--- config.mk ---
export PLATFORM = sky130hd
export DESIGN_NAME = cpuTop
export DESIGN_NICKNAME = d
export VERILOG_FILES = /design/src/isaPkg.sv /design/src/corePkg.sv /design/src/controlBus.sv /design/src/controlUnit.sv /design/src/fetchUnit.sv /design/src/registerFile.sv /design/src/aluUnit.sv /design/src/cpuTop.sv
export SDC_FILE = /design/constraint.sdc
export NUM_CORES = 2
export LEC_CHECK = 0
export BUFFER_PORTS_ARGS = -buffer_cell sky130_fd_sc_hd__buf_2
export CAP_MARGIN = 25
export CORE_UTILIZATION = 57
export CTS_CLUSTER_DIAMETER = 50
export DETAILED_ROUTE_END_ITERATION = 7
export GPL_TIMING_DRIVEN = 0
export MAX_ROUTING_LAYER = met4
export PLACE_DENSITY = 0.73
export SLEW_MARGIN = 10
export SYNTH_ARGS = -nofsm -noshare
export SYNTH_HDL_FRONTEND = slang
export SYNTH_SLANG_ARGS = --single-unit
--- constraint.sdc ---
create_clock -name clock -period 5.6 [get_ports clock]
set_input_delay 0.84 -clock clock [delete_from_list [all_inputs] [get_ports clock]]
set_output_delay 0.84 -clock clock [all_outputs]
set_load 0.05 [all_outputs]
--- src/isaPkg.sv ---
package isaPkg;

    localparam int dataWidth = 32;
    localparam int regAddrWidth = 5;
    localparam int opcodeWidth = 6;
    localparam int functWidth = 6;
    localparam int immWidth = 16;
    localparam int targetWidth = 26;

    // Primary opcodes
    localparam logic [opcodeWidth-1:0] opR = 6'b000000;
    localparam logic [opcodeWidth-1:0] opAddi = 6'b001000;
    localparam logic [opcodeWidth-1:0] opAddiu = 6'b001001;
    localparam logic [opcodeWidth-1:0] opSlti = 6'b001010;
    localparam logic [opcodeWidth-1:0] opBeq = 6'b000100;
    localparam logic [opcodeWidth-1:0] opBne = 6'b000101;
    localparam logic [opcodeWidth-1:0] opBle = 6'b000110;
    localparam logic [opcodeWidth-1:0] opBgt = 6'b000111;
    localparam logic [opcodeWidth-1:0] opJ = 6'b000010;
    localparam logic [opcodeWidth-1:0] opJal = 6'b000011;

    // Funct codes under opR
    localparam logic [functWidth-1:0] functAdd = 6'b100000;
    localparam logic [functWidth-1:0] functSub = 6'b100010;
    localparam logic [functWidth-1:0] functAnd = 6'b100100;
    localparam logic [functWidth-1:0] functSlt = 6'b101010;
    localparam logic [functWidth-1:0] functJr = 6'b001000;
    localparam logic [functWidth-1:0] functRte = 6'b010011;

    // Same word seen as R-type or I-type, J target is iType[25:0]
    typedef union packed {
        struct packed {
            logic [opcodeWidth-1:0] opcode;
            logic [regAddrWidth-1:0] rs;
            logic [regAddrWidth-1:0] rt;
            logic [regAddrWidth-1:0] rd;
            logic [regAddrWidth-1:0] shamt;
            logic [functWidth-1:0] funct;
        } rType;
        struct packed {
            logic [opcodeWidth-1:0] opcode;
            logic [regAddrWidth-1:0] rs;
            logic [regAddrWidth-1:0] rt;
            logic [immWidth-1:0] imm;
        } iType;
    } instrWord;

endpackage

--- src/corePkg.sv ---
package corePkg;

    // ALU operations
    localparam int aluOpWidth = 3;
    localparam logic [aluOpWidth-1:0] aluPassA = 3'd0;
    localparam logic [aluOpWidth-1:0] aluAdd = 3'd1;
    localparam logic [aluOpWidth-1:0] aluSub = 3'd2;
    localparam logic [aluOpWidth-1:0] aluAnd = 3'd3;
    localparam logic [aluOpWidth-1:0] aluCompare = 3'd4;

    // Operand selects, A and B share a width
    localparam int srcWidth = 2;
    localparam logic [srcWidth-1:0] srcPc = 2'd0;
    localparam logic [srcWidth-1:0] srcRegA = 2'd1;
    localparam logic [srcWidth-1:0] srcFour = 2'd0;
    localparam logic [srcWidth-1:0] srcRegB = 2'd1;
    localparam logic [srcWidth-1:0] srcImm = 2'd2;
    localparam logic [srcWidth-1:0] srcBranchOffset = 2'd3;

    // Next PC sources
    localparam int pcSourceWidth = 3;
    localparam logic [pcSourceWidth-1:0] pcFromAlu = 3'd0;
    localparam logic [pcSourceWidth-1:0] pcFromAluOut = 3'd1;
    localparam logic [pcSourceWidth-1:0] pcFromJump = 3'd2;
    localparam logic [pcSourceWidth-1:0] pcFromEpc = 3'd3;
    localparam logic [pcSourceWidth-1:0] pcFromHandler = 3'd4;

    localparam int regDstWidth = 2;
    localparam logic [regDstWidth-1:0] dstRt = 2'd0;
    localparam logic [regDstWidth-1:0] dstRd = 2'd1;
    localparam logic [regDstWidth-1:0] dstRa = 2'd2;

    localparam logic wbAluOut = 1'b0;
    localparam logic wbLessThan = 1'b1;

    typedef enum logic [3:0] {
        stReset, stFetch, stWait, stDecode, stAluOp, stBranch, stJump, stJal, stException
    } cpuState;

    localparam logic [31:0] handlerOverflow = 32'h0000_0100;
    localparam logic [31:0] handlerIllegal = 32'h0000_0180;
    localparam logic [31:0] resetVector = 32'h0000_0000;

endpackage

--- src/controlBus.sv ---
`timescale 1ns/1ps

interface controlBus;
    // Control word from the FSM
    logic [corePkg::aluOpWidth-1:0] aluOp;
    logic [corePkg::srcWidth-1:0] srcA;
    logic [corePkg::srcWidth-1:0] srcB;
    logic aluOutWrite;
    logic regLatch;
    logic regWrite;
    logic [corePkg::regDstWidth-1:0] regDst;
    logic wbSource;
    logic pcWrite;
    logic [corePkg::pcSourceWidth-1:0] pcSource;
    logic epcWrite;
    logic fetchStart;

    // Status back from the datapath
    isaPkg::instrWord instr;
    logic instrReady;
    logic equal;
    logic greater;
    logic lessThan;
    logic overflow;

    modport controller (
        output aluOp, srcA, srcB, aluOutWrite, regLatch, regWrite, regDst, wbSource,
        output pcWrite, pcSource, epcWrite, fetchStart,
        input instr, instrReady, equal, greater, lessThan, overflow
    );

    modport datapath (
        input aluOp, srcA, srcB, aluOutWrite, regLatch, regWrite, regDst, wbSource,
        input pcWrite, pcSource, epcWrite, fetchStart,
        output instr, instrReady, equal, greater, lessThan, overflow
    );
endinterface

--- src/controlUnit.sv ---
`timescale 1ns/1ps

module controlUnit (
    input logic clock,
    input logic reset,
    controlBus.controller bus
);

    corePkg::cpuState state;
    corePkg::cpuState execState;
    logic step;

    logic [isaPkg::opcodeWidth-1:0] opcode;
    logic [isaPkg::functWidth-1:0] funct;
    logic [corePkg::aluOpWidth-1:0] execOp;
    logic [corePkg::pcSourceWidth-1:0] jumpSource;
    logic useImm;
    logic checkOverflow;
    logic lessResult;
    logic branchTaken;

    assign opcode = bus.instr.rType.opcode;
    assign funct = bus.instr.rType.funct;

    // Instruction decode, unknown encodings fall through to passA and exception
    always_comb begin
        execOp = corePkg::aluPassA;
        execState = corePkg::stException;
        useImm = 1'b0;
        checkOverflow = 1'b0;
        lessResult = 1'b0;
        case (opcode)
            isaPkg::opR: begin
                case (funct)
                    isaPkg::functAdd: begin
                        execOp = corePkg::aluAdd;
                        checkOverflow = 1'b1;
                        execState = corePkg::stAluOp;
                    end
                    isaPkg::functSub: begin
                        execOp = corePkg::aluSub;
                        checkOverflow = 1'b1;
                        execState = corePkg::stAluOp;
                    end
                    isaPkg::functAnd: begin
                        execOp = corePkg::aluAnd;
                        execState = corePkg::stAluOp;
                    end
                    isaPkg::functSlt: begin
                        execOp = corePkg::aluCompare;
                        lessResult = 1'b1;
                        execState = corePkg::stAluOp;
                    end
                    isaPkg::functJr, isaPkg::functRte: execState = corePkg::stJump;
                    default: execState = corePkg::stException;
                endcase
            end
            isaPkg::opAddi: begin
                execOp = corePkg::aluAdd;
                useImm = 1'b1;
                checkOverflow = 1'b1;
                execState = corePkg::stAluOp;
            end
            // Wraps silently, no overflow check
            isaPkg::opAddiu: begin
                execOp = corePkg::aluAdd;
                useImm = 1'b1;
                execState = corePkg::stAluOp;
            end
            isaPkg::opSlti: begin
                execOp = corePkg::aluCompare;
                useImm = 1'b1;
                lessResult = 1'b1;
                execState = corePkg::stAluOp;
            end
            isaPkg::opBeq, isaPkg::opBne, isaPkg::opBle, isaPkg::opBgt: begin
                execOp = corePkg::aluCompare;
                execState = corePkg::stBranch;
            end
            isaPkg::opJ: execState = corePkg::stJump;
            isaPkg::opJal: execState = corePkg::stJal;
            default: execState = corePkg::stException;
        endcase
    end

    // Signed branch conditions
    always_comb begin
        case (opcode)
            isaPkg::opBeq: branchTaken = bus.equal;
            isaPkg::opBne: branchTaken = !bus.equal;
            isaPkg::opBle: branchTaken = bus.equal || bus.lessThan;
            isaPkg::opBgt: branchTaken = bus.greater;
            default: branchTaken = 1'b0;
        endcase
    end

    always_comb begin
        if (opcode == isaPkg::opJ) begin
            jumpSource = corePkg::pcFromJump;
        end else if (funct == isaPkg::functRte) begin
            jumpSource = corePkg::pcFromEpc;
        end else begin
            jumpSource = corePkg::pcFromAlu;
        end
    end

    always_ff @(posedge clock) begin
        if (reset) begin
            state <= corePkg::stReset;
            step <= 1'b0;
        end else begin
            step <= 1'b0;
            case (state)
                corePkg::stReset: state <= corePkg::stFetch;
                corePkg::stFetch: state <= corePkg::stWait;
                corePkg::stWait: begin
                    if (bus.instrReady) begin
                        state <= corePkg::stDecode;
                    end
                end
                corePkg::stDecode: state <= execState;
                corePkg::stAluOp: begin
                    if (!step && checkOverflow && bus.overflow) begin
                        // Straight to the EPC write step
                        state <= corePkg::stException;
                        step <= 1'b1;
                    end else if (!step) begin
                        step <= 1'b1;
                    end else begin
                        state <= corePkg::stFetch;
                    end
                end
                corePkg::stBranch: begin
                    if (!step && branchTaken) begin
                        step <= 1'b1;
                    end else begin
                        state <= corePkg::stFetch;
                    end
                end
                corePkg::stJal, corePkg::stException: begin
                    if (!step) begin
                        step <= 1'b1;
                    end else begin
                        state <= corePkg::stFetch;
                    end
                end
                default: state <= corePkg::stFetch;
            endcase
        end
    end

    // Moore outputs, the execute selects stay put for every step after decode
    always_comb begin
        bus.aluOp = execOp;
        bus.srcA = corePkg::srcRegA;
        bus.srcB = useImm ? corePkg::srcImm : corePkg::srcRegB;
        bus.aluOutWrite = 1'b0;
        bus.regLatch = 1'b0;
        bus.regWrite = 1'b0;
        bus.regDst = (opcode == isaPkg::opR) ? corePkg::dstRd : corePkg::dstRt;
        bus.wbSource = lessResult ? corePkg::wbLessThan : corePkg::wbAluOut;
        bus.pcWrite = 1'b0;
        bus.pcSource = jumpSource;
        bus.epcWrite = 1'b0;
        bus.fetchStart = 1'b0;
        case (state)
            corePkg::stFetch: bus.fetchStart = 1'b1;
            corePkg::stDecode: begin
                // Branch target into aluOut, or the return address for jal
                bus.srcA = corePkg::srcPc;
                bus.srcB = corePkg::srcBranchOffset;
                bus.aluOp = (opcode == isaPkg::opJal) ? corePkg::aluPassA : corePkg::aluAdd;
                bus.aluOutWrite = 1'b1;
                bus.regLatch = 1'b1;
            end
            corePkg::stAluOp: begin
                bus.aluOutWrite = !step;
                bus.regWrite = step;
            end
            corePkg::stBranch: begin
                bus.pcWrite = step;
                bus.pcSource = corePkg::pcFromAluOut;
            end
            corePkg::stJump: bus.pcWrite = 1'b1;
            corePkg::stJal: begin
                bus.regWrite = !step;
                bus.regDst = corePkg::dstRa;
                bus.wbSource = corePkg::wbAluOut;
                bus.pcWrite = step;
                bus.pcSource = corePkg::pcFromJump;
            end
            corePkg::stException: begin
                bus.epcWrite = step;
                bus.pcWrite = step;
                bus.pcSource = corePkg::pcFromHandler;
            end
            default: bus.fetchStart = 1'b0;
        endcase
    end

    stateDefined: assert property (@(posedge clock) disable iff (reset)
        state inside {[corePkg::stReset:corePkg::stException]});

    noWriteClash: assert property (@(posedge clock) disable iff (reset)
        !(bus.regWrite && bus.pcWrite));

endmodule

--- src/fetchUnit.sv ---
`timescale 1ns/1ps

module fetchUnit (
    input logic clock,
    input logic reset,
    controlBus.datapath bus,
    input logic [isaPkg::dataWidth-1:0] aluResult,
    input logic [isaPkg::dataWidth-1:0] aluOut,
    output logic fetchRequest,
    output logic [isaPkg::dataWidth-1:0] fetchAddr,
    input logic fetchValid,
    input logic [isaPkg::dataWidth-1:0] fetchData
);

    logic [isaPkg::dataWidth-1:0] pc;
    logic [isaPkg::dataWidth-1:0] epc;
    logic [isaPkg::dataWidth-1:0] nextPc;
    isaPkg::instrWord instrReg;
    logic credit;

    assign fetchRequest = bus.fetchStart;
    assign fetchAddr = pc;
    assign bus.instr = instrReg;

    always_comb begin
        case (bus.pcSource)
            corePkg::pcFromAlu: nextPc = aluResult;
            corePkg::pcFromAluOut: nextPc = aluOut;
            corePkg::pcFromJump: begin
                nextPc = {pc[31:28], instrReg.iType[isaPkg::targetWidth-1:0], 2'b00};
            end
            corePkg::pcFromEpc: nextPc = epc;
            // Operands are still held, so the overflow flag names the cause
            corePkg::pcFromHandler: begin
                nextPc = bus.overflow ? corePkg::handlerOverflow : corePkg::handlerIllegal;
            end
            default: nextPc = pc;
        endcase
    end

    always_ff @(posedge clock) begin
        if (reset) begin
            pc <= corePkg::resetVector;
            credit <= 1'b1;
            bus.instrReady <= 1'b0;
        end else begin
            bus.instrReady <= fetchValid;
            if (fetchValid) begin
                pc <= pc + 32'd4;
            end else if (bus.pcWrite) begin
                pc <= nextPc;
            end
            // One credit, spent on request and returned by the response
            if (fetchRequest) begin
                credit <= 1'b0;
            end else if (fetchValid) begin
                credit <= 1'b1;
            end
        end
    end

    always_ff @(posedge clock) begin
        if (fetchValid) begin
            instrReg <= fetchData;
        end
        // PC already points past the faulting instruction
        if (bus.epcWrite) begin
            epc <= pc - 32'd4;
        end
    end

    requestNeedsCredit: assert property (@(posedge clock) disable iff (reset)
        fetchRequest |-> credit);

    responseNeedsRequest: assert property (@(posedge clock) disable iff (reset)
        fetchValid |-> !credit);

endmodule

--- src/registerFile.sv ---
`timescale 1ns/1ps

module registerFile (
    input logic clock,
    input logic reset,
    controlBus.datapath bus,
    input logic [isaPkg::dataWidth-1:0] writeData,
    output logic [isaPkg::dataWidth-1:0] regA,
    output logic [isaPkg::dataWidth-1:0] regB,
    output logic regWriteValid,
    output logic [isaPkg::regAddrWidth-1:0] regWriteAddr
);

    logic [isaPkg::dataWidth-1:0] regs [32];
    logic [isaPkg::regAddrWidth-1:0] rs;
    logic [isaPkg::regAddrWidth-1:0] rt;

    assign rs = bus.instr.rType.rs;
    assign rt = bus.instr.rType.rt;
    assign regWriteValid = bus.regWrite;

    always_comb begin
        case (bus.regDst)
            corePkg::dstRd: regWriteAddr = bus.instr.rType.rd;
            corePkg::dstRa: regWriteAddr = 5'd31;
            default: regWriteAddr = bus.instr.iType.rt;
        endcase
    end

    // $0 is never stored, a write to it only shows on the trace
    always_ff @(posedge clock) begin
        if (bus.regWrite && regWriteAddr != '0) begin
            regs[regWriteAddr] <= writeData;
        end
    end

    always_ff @(posedge clock) begin
        if (reset) begin
            regA <= '0;
            regB <= '0;
        end else if (bus.regLatch) begin
            regA <= (rs == '0) ? '0 : regs[rs];
            regB <= (rt == '0) ? '0 : regs[rt];
        end
    end

endmodule

--- src/aluUnit.sv ---
`timescale 1ns/1ps

module aluUnit (
    input logic clock,
    input logic reset,
    controlBus.datapath bus,
    input logic [isaPkg::dataWidth-1:0] pc,
    input logic [isaPkg::dataWidth-1:0] regA,
    input logic [isaPkg::dataWidth-1:0] regB,
    output logic [isaPkg::dataWidth-1:0] aluResult,
    output logic [isaPkg::dataWidth-1:0] aluOut,
    output logic [isaPkg::dataWidth-1:0] writeData
);

    logic [isaPkg::dataWidth-1:0] operandA;
    logic [isaPkg::dataWidth-1:0] operandB;
    logic [isaPkg::dataWidth-1:0] signImm;
    logic [isaPkg::dataWidth-1:0] sum;
    logic [isaPkg::dataWidth-1:0] difference;

    assign signImm = {{16{bus.instr.iType.imm[15]}}, bus.instr.iType.imm};
    assign operandA = (bus.srcA == corePkg::srcPc) ? pc : regA;

    always_comb begin
        case (bus.srcB)
            corePkg::srcFour: operandB = 32'd4;
            corePkg::srcRegB: operandB = regB;
            corePkg::srcImm: operandB = signImm;
            default: operandB = {signImm[29:0], 2'b00};
        endcase
    end

    assign sum = operandA + operandB;
    assign difference = operandA - operandB;

    // Flags compare signed operands
    assign bus.equal = (operandA == operandB);
    assign bus.greater = ($signed(operandA) > $signed(operandB));
    assign bus.lessThan = ($signed(operandA) < $signed(operandB));

    always_comb begin
        bus.overflow = 1'b0;
        case (bus.aluOp)
            corePkg::aluAdd: begin
                aluResult = sum;
                bus.overflow = (operandA[31] == operandB[31]) && (sum[31] != operandA[31]);
            end
            corePkg::aluSub: begin
                aluResult = difference;
                bus.overflow = (operandA[31] != operandB[31])
                    && (difference[31] != operandA[31]);
            end
            corePkg::aluAnd: aluResult = operandA & operandB;
            corePkg::aluCompare: aluResult = difference;
            default: aluResult = operandA;
        endcase
    end

    always_ff @(posedge clock) begin
        if (reset) begin
            aluOut <= '0;
        end else if (bus.aluOutWrite) begin
            aluOut <= aluResult;
        end
    end

    assign writeData = (bus.wbSource == corePkg::wbLessThan) ? {31'b0, bus.lessThan} : aluOut;

endmodule

--- src/cpuTop.sv ---
`timescale 1ns/1ps

module cpuTop (
    input logic clock,
    input logic reset,
    output logic fetchRequest,
    output logic [31:0] fetchAddr,
    input logic fetchValid,
    input logic [31:0] fetchData,
    output logic regWriteValid,
    output logic [4:0] regWriteAddr,
    output logic [31:0] regWriteData
);

    logic [31:0] aluResult;
    logic [31:0] aluOut;
    logic [31:0] regA;
    logic [31:0] regB;

    controlBus bus ();

    controlUnit control (
        .clock(clock),
        .reset(reset),
        .bus(bus.controller)
    );

    fetchUnit fetch (
        .clock(clock),
        .reset(reset),
        .bus(bus.datapath),
        .aluResult(aluResult),
        .aluOut(aluOut),
        .fetchRequest(fetchRequest),
        .fetchAddr(fetchAddr),
        .fetchValid(fetchValid),
        .fetchData(fetchData)
    );

    registerFile registers (
        .clock(clock),
        .reset(reset),
        .bus(bus.datapath),
        .writeData(regWriteData),
        .regA(regA),
        .regB(regB),
        .regWriteValid(regWriteValid),
        .regWriteAddr(regWriteAddr)
    );

    // fetchAddr doubles as the PC operand
    aluUnit alu (
        .clock(clock),
        .reset(reset),
        .bus(bus.datapath),
        .pc(fetchAddr),
        .regA(regA),
        .regB(regB),
        .aluResult(aluResult),
        .aluOut(aluOut),
        .writeData(regWriteData)
    );

endmodule

[After elaboration in Yosys (flattened, before gate mapping)]
Memory sizes are Yosys's and may differ from the RTL's. A register that Yosys moved wholly into a read port is not among the register bits.
Cells that the tools add are included.
W data, S select, Z words.
Word-level totals
  register bits after elaboration: 198
  memories: 1
  bits in latches: 0
  bits in read-only memories: 0
  RAM bits: 1024
  input bits: 35
  output and inout bits: 71
  logic and storage cells: 146
Cells by class
  multiplexer cells: 53
  equal/unequal tests: 43
  order comparisons: 2
  reduce and logical (&&, ||, !) cells: 32
  multiply operators: 0
  bitwise logic cells: 1
  add/sub/neg operators: 4
  div/mod/pow operators: 0
  shift-type cells: 0
Memory list
  registers.regs: words 32, bits a word 32, read ports 2, clocked after memory_dff 2, wr ports 1, RTL line registerFile.sv:14  | logic [isaPkg::dataWidth-1:0] regs [32];
Operators with widths (count)
  $mux W32: 6
  $pmux W32 S3: 2
  $pmux W32 S5: 1
  $add A32 B3 Y32 const B: 1
  $add A32 B32 Y32: 1
  $and A32 B32 Y32: 1
  $eq A32 B32 Y1: 1
  $gt A32 B32 Y1: 1
  $lt A32 B32 Y1: 1
  $sub A32 B3 Y32 const B: 1
  $sub A32 B32 Y32: 1
  $eq A6 B3 Y1 const B: 4
  $eq A6 B4 Y1 const B: 4
  $eq A6 B6 Y1 const B: 4
  $pmux W4 S6: 1
  $pmux W4 S5: 1
  $pmux W3 S3: 2
  $eq A4 B3 Y1 const B: 4
  $mux W1: 16
  $mux W4: 4
  $eq A3 B2 Y1 const B: 4
  $eq A6 B2 Y1 const B: 2
  $pmux W1 S2: 6
  $pmux W3 S4: 1
  36 further kinds: 65

[Logic depth before layout (Yosys ltp)]
  depth after elaboration: 15
  depth in mapped cells: 19
  mapped depth without buffers: 18

[Worst setup path before layout]
Ideal clock, no wire load.
  path kind: flip-flop to output port
  from: register control.state[3]
  to: output regWriteData[0]
  cell stages (with the launch flop): 16
  arrival: 5200 ps
  path slack: -440 ps
  path buffers: 4
  required time: 4760 ps
  cell sequence: dfxtp_1 -> nand2b_1 -> nor3b_2 -> clkbuf_1 -> clkbuf_1 -> buf_1 -> o21ai_0 -> ha_1 -> buf_2 -> nor2b_1 -> o311a_1 -> o31ai_1 -> and3_1 -> o22ai_1 -> o31a_1 -> a21oi_1
On the way
  cells in the longest elaborated chain, start to end: 6
  elaborated cells between the ends (all ways): 13
  those cells by class: order compare: 1; eq/ne: 4; mux: 6; reduce/logical: 2
Ends and longest elaborated chain
  start: declaration: RTL line controlUnit.sv:9  | corePkg::cpuState state;
  start signal: assignment: RTL line controlUnit.sv:109  | state <= corePkg::stReset;
  start signal: assignment: RTL line controlUnit.sv:114  | corePkg::stReset: state <= corePkg::stFetch;
  start signal: assignment: RTL line controlUnit.sv:115  | corePkg::stFetch: state <= corePkg::stWait;
  $eq A4 B2 Y1: RTL line controlUnit.sv:166  | case (state)
  $mux W2 / $mux W1 (equally long branches): RTL line controlUnit.sv:166
  $eq A2 B2 Y1 (tied with other cells): RTL line aluUnit.sv:25  | case (bus.srcB)
  $pmux W32 S3 / $mux W32 (equally long branches): RTL line aluUnit.sv:25, aluUnit.sv:22
  $lt A32 B32 Y1: RTL line aluUnit.sv:39  | assign bus.lessThan = ($signed(operandA) < $signed(operandB));
  $mux W32 (*): RTL line aluUnit.sv:67  | assign writeData = (bus.wbSource == corePkg::wbLessThan) ? {31'b0, bus.lessThan} : aluOut;
  end: declaration: RTL line cpuTop.sv:12  | output logic [31:0] regWriteData
Every way passes the cells marked *; elsewhere a longest branch is shown, timed or not.

[Worst setup path in the final report]
  from: register control.state[2]
  to: output regWriteData[0]
Same word-level chain as after synthesis.

==> run metrics <==
Fill cells=7,185; 1st-iter DRT viols=7,328; Tot GR Track Use=44.6%; Post-Route WL=235,000 µm; CP Launch Type=flip-flop; Synth cell types=99; gp weighted congestion=~1.1; ranking of synthesized cells by area=edfxtp_1 (53%), mux4_2 (23%), dfxtp_1 (4.7%); Lkg Pwr=24.0 nW; relative slew slack=21.1%; Syn. warnings=0; Slowest-stage cell, CP=a21oi_1; largest net degree at the start of global routing=38; # H-tree levels=4; pre-CTS setup slack=-2.63 ns; Max Cap Viol=0; crit end category=output pin; area grow syn2layout=17.1%; initial antenna violation count=8; failing checks=setup timing; crit path time final=about 5.6 ns; Non-Filler Instances=5,860; pin slew with the least headroom to its limit=around 1.2 ns; worst endpoint data arrival time=4.80 ns; HPWL Detailed=about 170,000 µm; Setup Skew=0.0364 ns; fraction of the yosys area taken by sequential cells=a little under three fifths; Slew Limit Fails=0; via count=approximately 44,000; fin crit share=101%; die area=110,000 µm²; final setup violating endpoints=1; Yosys top cell area share=52.9%; CP Max Fanout=10; remaining antenna violation count after routing=0; commonest non-fill, non-tap cell in the layout=edfxtp_1; f_max=between 0.15 and 0.2 GHz; Placed Cells=between 5,000 and 6,000; die span in x=331 µm; final net count=4,451; CTS tree=yes; TritonCTS Buffers=142; cell chain of the critical path=nand4bb_1 > buf_8 > clkbuf_2 > buf_6 > o21ai_0 > ha_1 > clkbuf_1 > inv_1 > a21oi_1 > o22ai_4 > o31a_4 > a21oi_4 > buf_6; worst skew pair latency=0.79 ns; Worst Setup Path Type=reg2out; Vias/cell=between 7 and 8; endpoints failing hold=0; number of I/O pins=106; most frequent cells in the layout=edfxtp_1 (1,088), mux4_2 (640), nand2_1 (288), a21oi_1 (212), clkbuf_1 (205); CTS root buffer=clkbuf_16; grt ovf=0; Synth area leader=edfxtp_1; Tot Pwr=between 20 and 25 mW; Clock transition at path regs=0.06 ns; EDFF count, synth=1,088; RSZ-0062 raised after global routing=true; predominant post-synthesis flop cell=edfxtp_1; drt first pass iters=8; Core ar.=107,000 µm²; synthesis-stage register bit count=1,232; Post-Syn Area=61,700 µm²; min-delay worst type=in2reg; WP data required=approximately 4.8 ns; Die Height=approximately 330 µm; routed len/inst=40.0 µm; first-pass GRT wire length=323,000 µm; layout cells sized above 1=a little under a third; CTS Buffer Depth=3; Syn Area/Cell=15.9 µm²; VDD IR max=between 0.3 and 0.4 mV; Placement Rows=120; cts hold-fix bufs=0; CTS sink count=1,232; initial core utilization=57.6%; max incr delay on CP=around 0.57 ns; vias in the first global route=around 42,000; port bufs=105; Worst path most repeated cell=buf_6; Pwr Density=around 330 nW/µm²; worst setup margin=-0.0432 ns; post-route DRC violation count=0; outcome=finished, violations left; post-synthesis async set-or-reset flop share=0%; cell count after synthesis=3,890
## routing by layer
layer | up-vias | part of all wire, % | track usage, %
met1 | 22000 | 33 | 54.1
met4 | 0 | 7.1 | 25.9
li1 | 16800 | - | -
met2 | 3918 | 47 | 67.4
met5 | - | 0 | -
met3 | 901 | 13 | 12.5
## Yosys cell counts (16+ instances only)
master	n
inv_1	83
nor3_1	42
mux2i_1	83
a21o_1	19
clkbuf_1	206
nor2b_1	40
o211ai_1	17
edfxtp_1	1088
ha_1	72
xnor2_1	34
a21oi_1	215
a31oi_1	18
xor2_1	25
mux4_2	640
a221o_1	20
buf_2	22
mux2_2	42
nand2_1	291
buf_1	73
o21ai_0	107
and3_1	18
dfxtp_1	144
o21a_1	16
a221oi_1	21
a211oi_1	20
a31o_2	18
nand3_1	45
nor2_1	220
## area by class of cell
type                    instances  area (µm²)  area share, %
clock inverters                81         821           1.14
flip-flops and latches       1232       35600           49.2
diodes                          3        7.51         0.0104
clock buffers                 175        3760           5.20
multi-input cells            2305       25500           35.3
plain buffers                 293        1270           1.76
well taps                    1403        1760           2.43
repair buffers                285        3270           4.52
inverters                      83         312          0.431
## worst max-delay path: cells and delay by family, from the launching register on
kind                       cells  cell delay (ns)
AOI/OAI and AO/OA              5             1.51
and+or+nand+nor                1             0.19
adders and majority gates      1             0.36
DFF                            1             0.37
buffers and inverters          6             1.58
## worst paths after layout
path / startpoint / end / slack, ns / cells after the start
worst max register to register: control.state[2] / fetch.fetchAddr[24] / 0.08 / 19
worst min-delay path: fetchData[3] / fetch.bus.instr[3] / 0.25 / 1
worst max-delay path: control.state[2] / regWriteData[0] / -0.04 / 13
worst min register to register: registers.regA[31] / registers.regA[31] / 0.46 / 2
## state kept, by name, indices dropped and copies added (netlist names), named ones only
name,flops
registers.regs,1024
alu.aluOut,32
fetch.bus.instr,32
fetch.epc,32
fetch.fetchAddr,32
registers.regA,32
registers.regB,32
control.state,4
control.step,1
fetch.bus.instrReady,1
## kinds of logic (layout without fill, tap and decap cells)
group / Yosys count / after routing / share of synthesized area, %
and+or+nand+nor: 764 / 764 / 5.70
muxes: 765 / 765 / 25.5
buffers and inverters: 385 / 917 / 2.39
xor gates and xnor gates: 59 / 59 / 0.837
other: 1 / 35 / 0.00607
DFF: 1232 / 1232 / 57.6
AOI/OAI and AO/OA: 610 / 611 / 6.50
adders and majority gates: 74 / 74 / 1.52
## stage by stage
stage           TNS, ns  utilization [%]  cell area [µm²]  hold WS [ns]
2_1_floorplan         0                -            61900         0.431
3_3_place_gp   -1219.08             59.8            64100         0.441
3_5_place_dp    -137.83             62.1            66600         0.452
4_1_cts          -0.185             66.8            71600         0.218
5_1_grt         -0.0317             67.4            72300         0.228
6_report        -0.0432             67.4            72300         0.246
## power breakdown
part	internal [mW]	leakage [nW]	switching, mW	total [mW]
Sequential	10.0	10.9	0.0966	10.1
Combinational	1.71	10.8	2.71	4.41
Clock	5.33	2.24	3.89	9.22
## timing repair
action                                  4_1_cts  5_1_grt
resized for setup                            81       47
gates cloned                                  1        0
pin swaps                                    13       18
buffers inserted                             16       15
endpoints found under the setup margin       94       16
(Power assumes the default switching activity.)
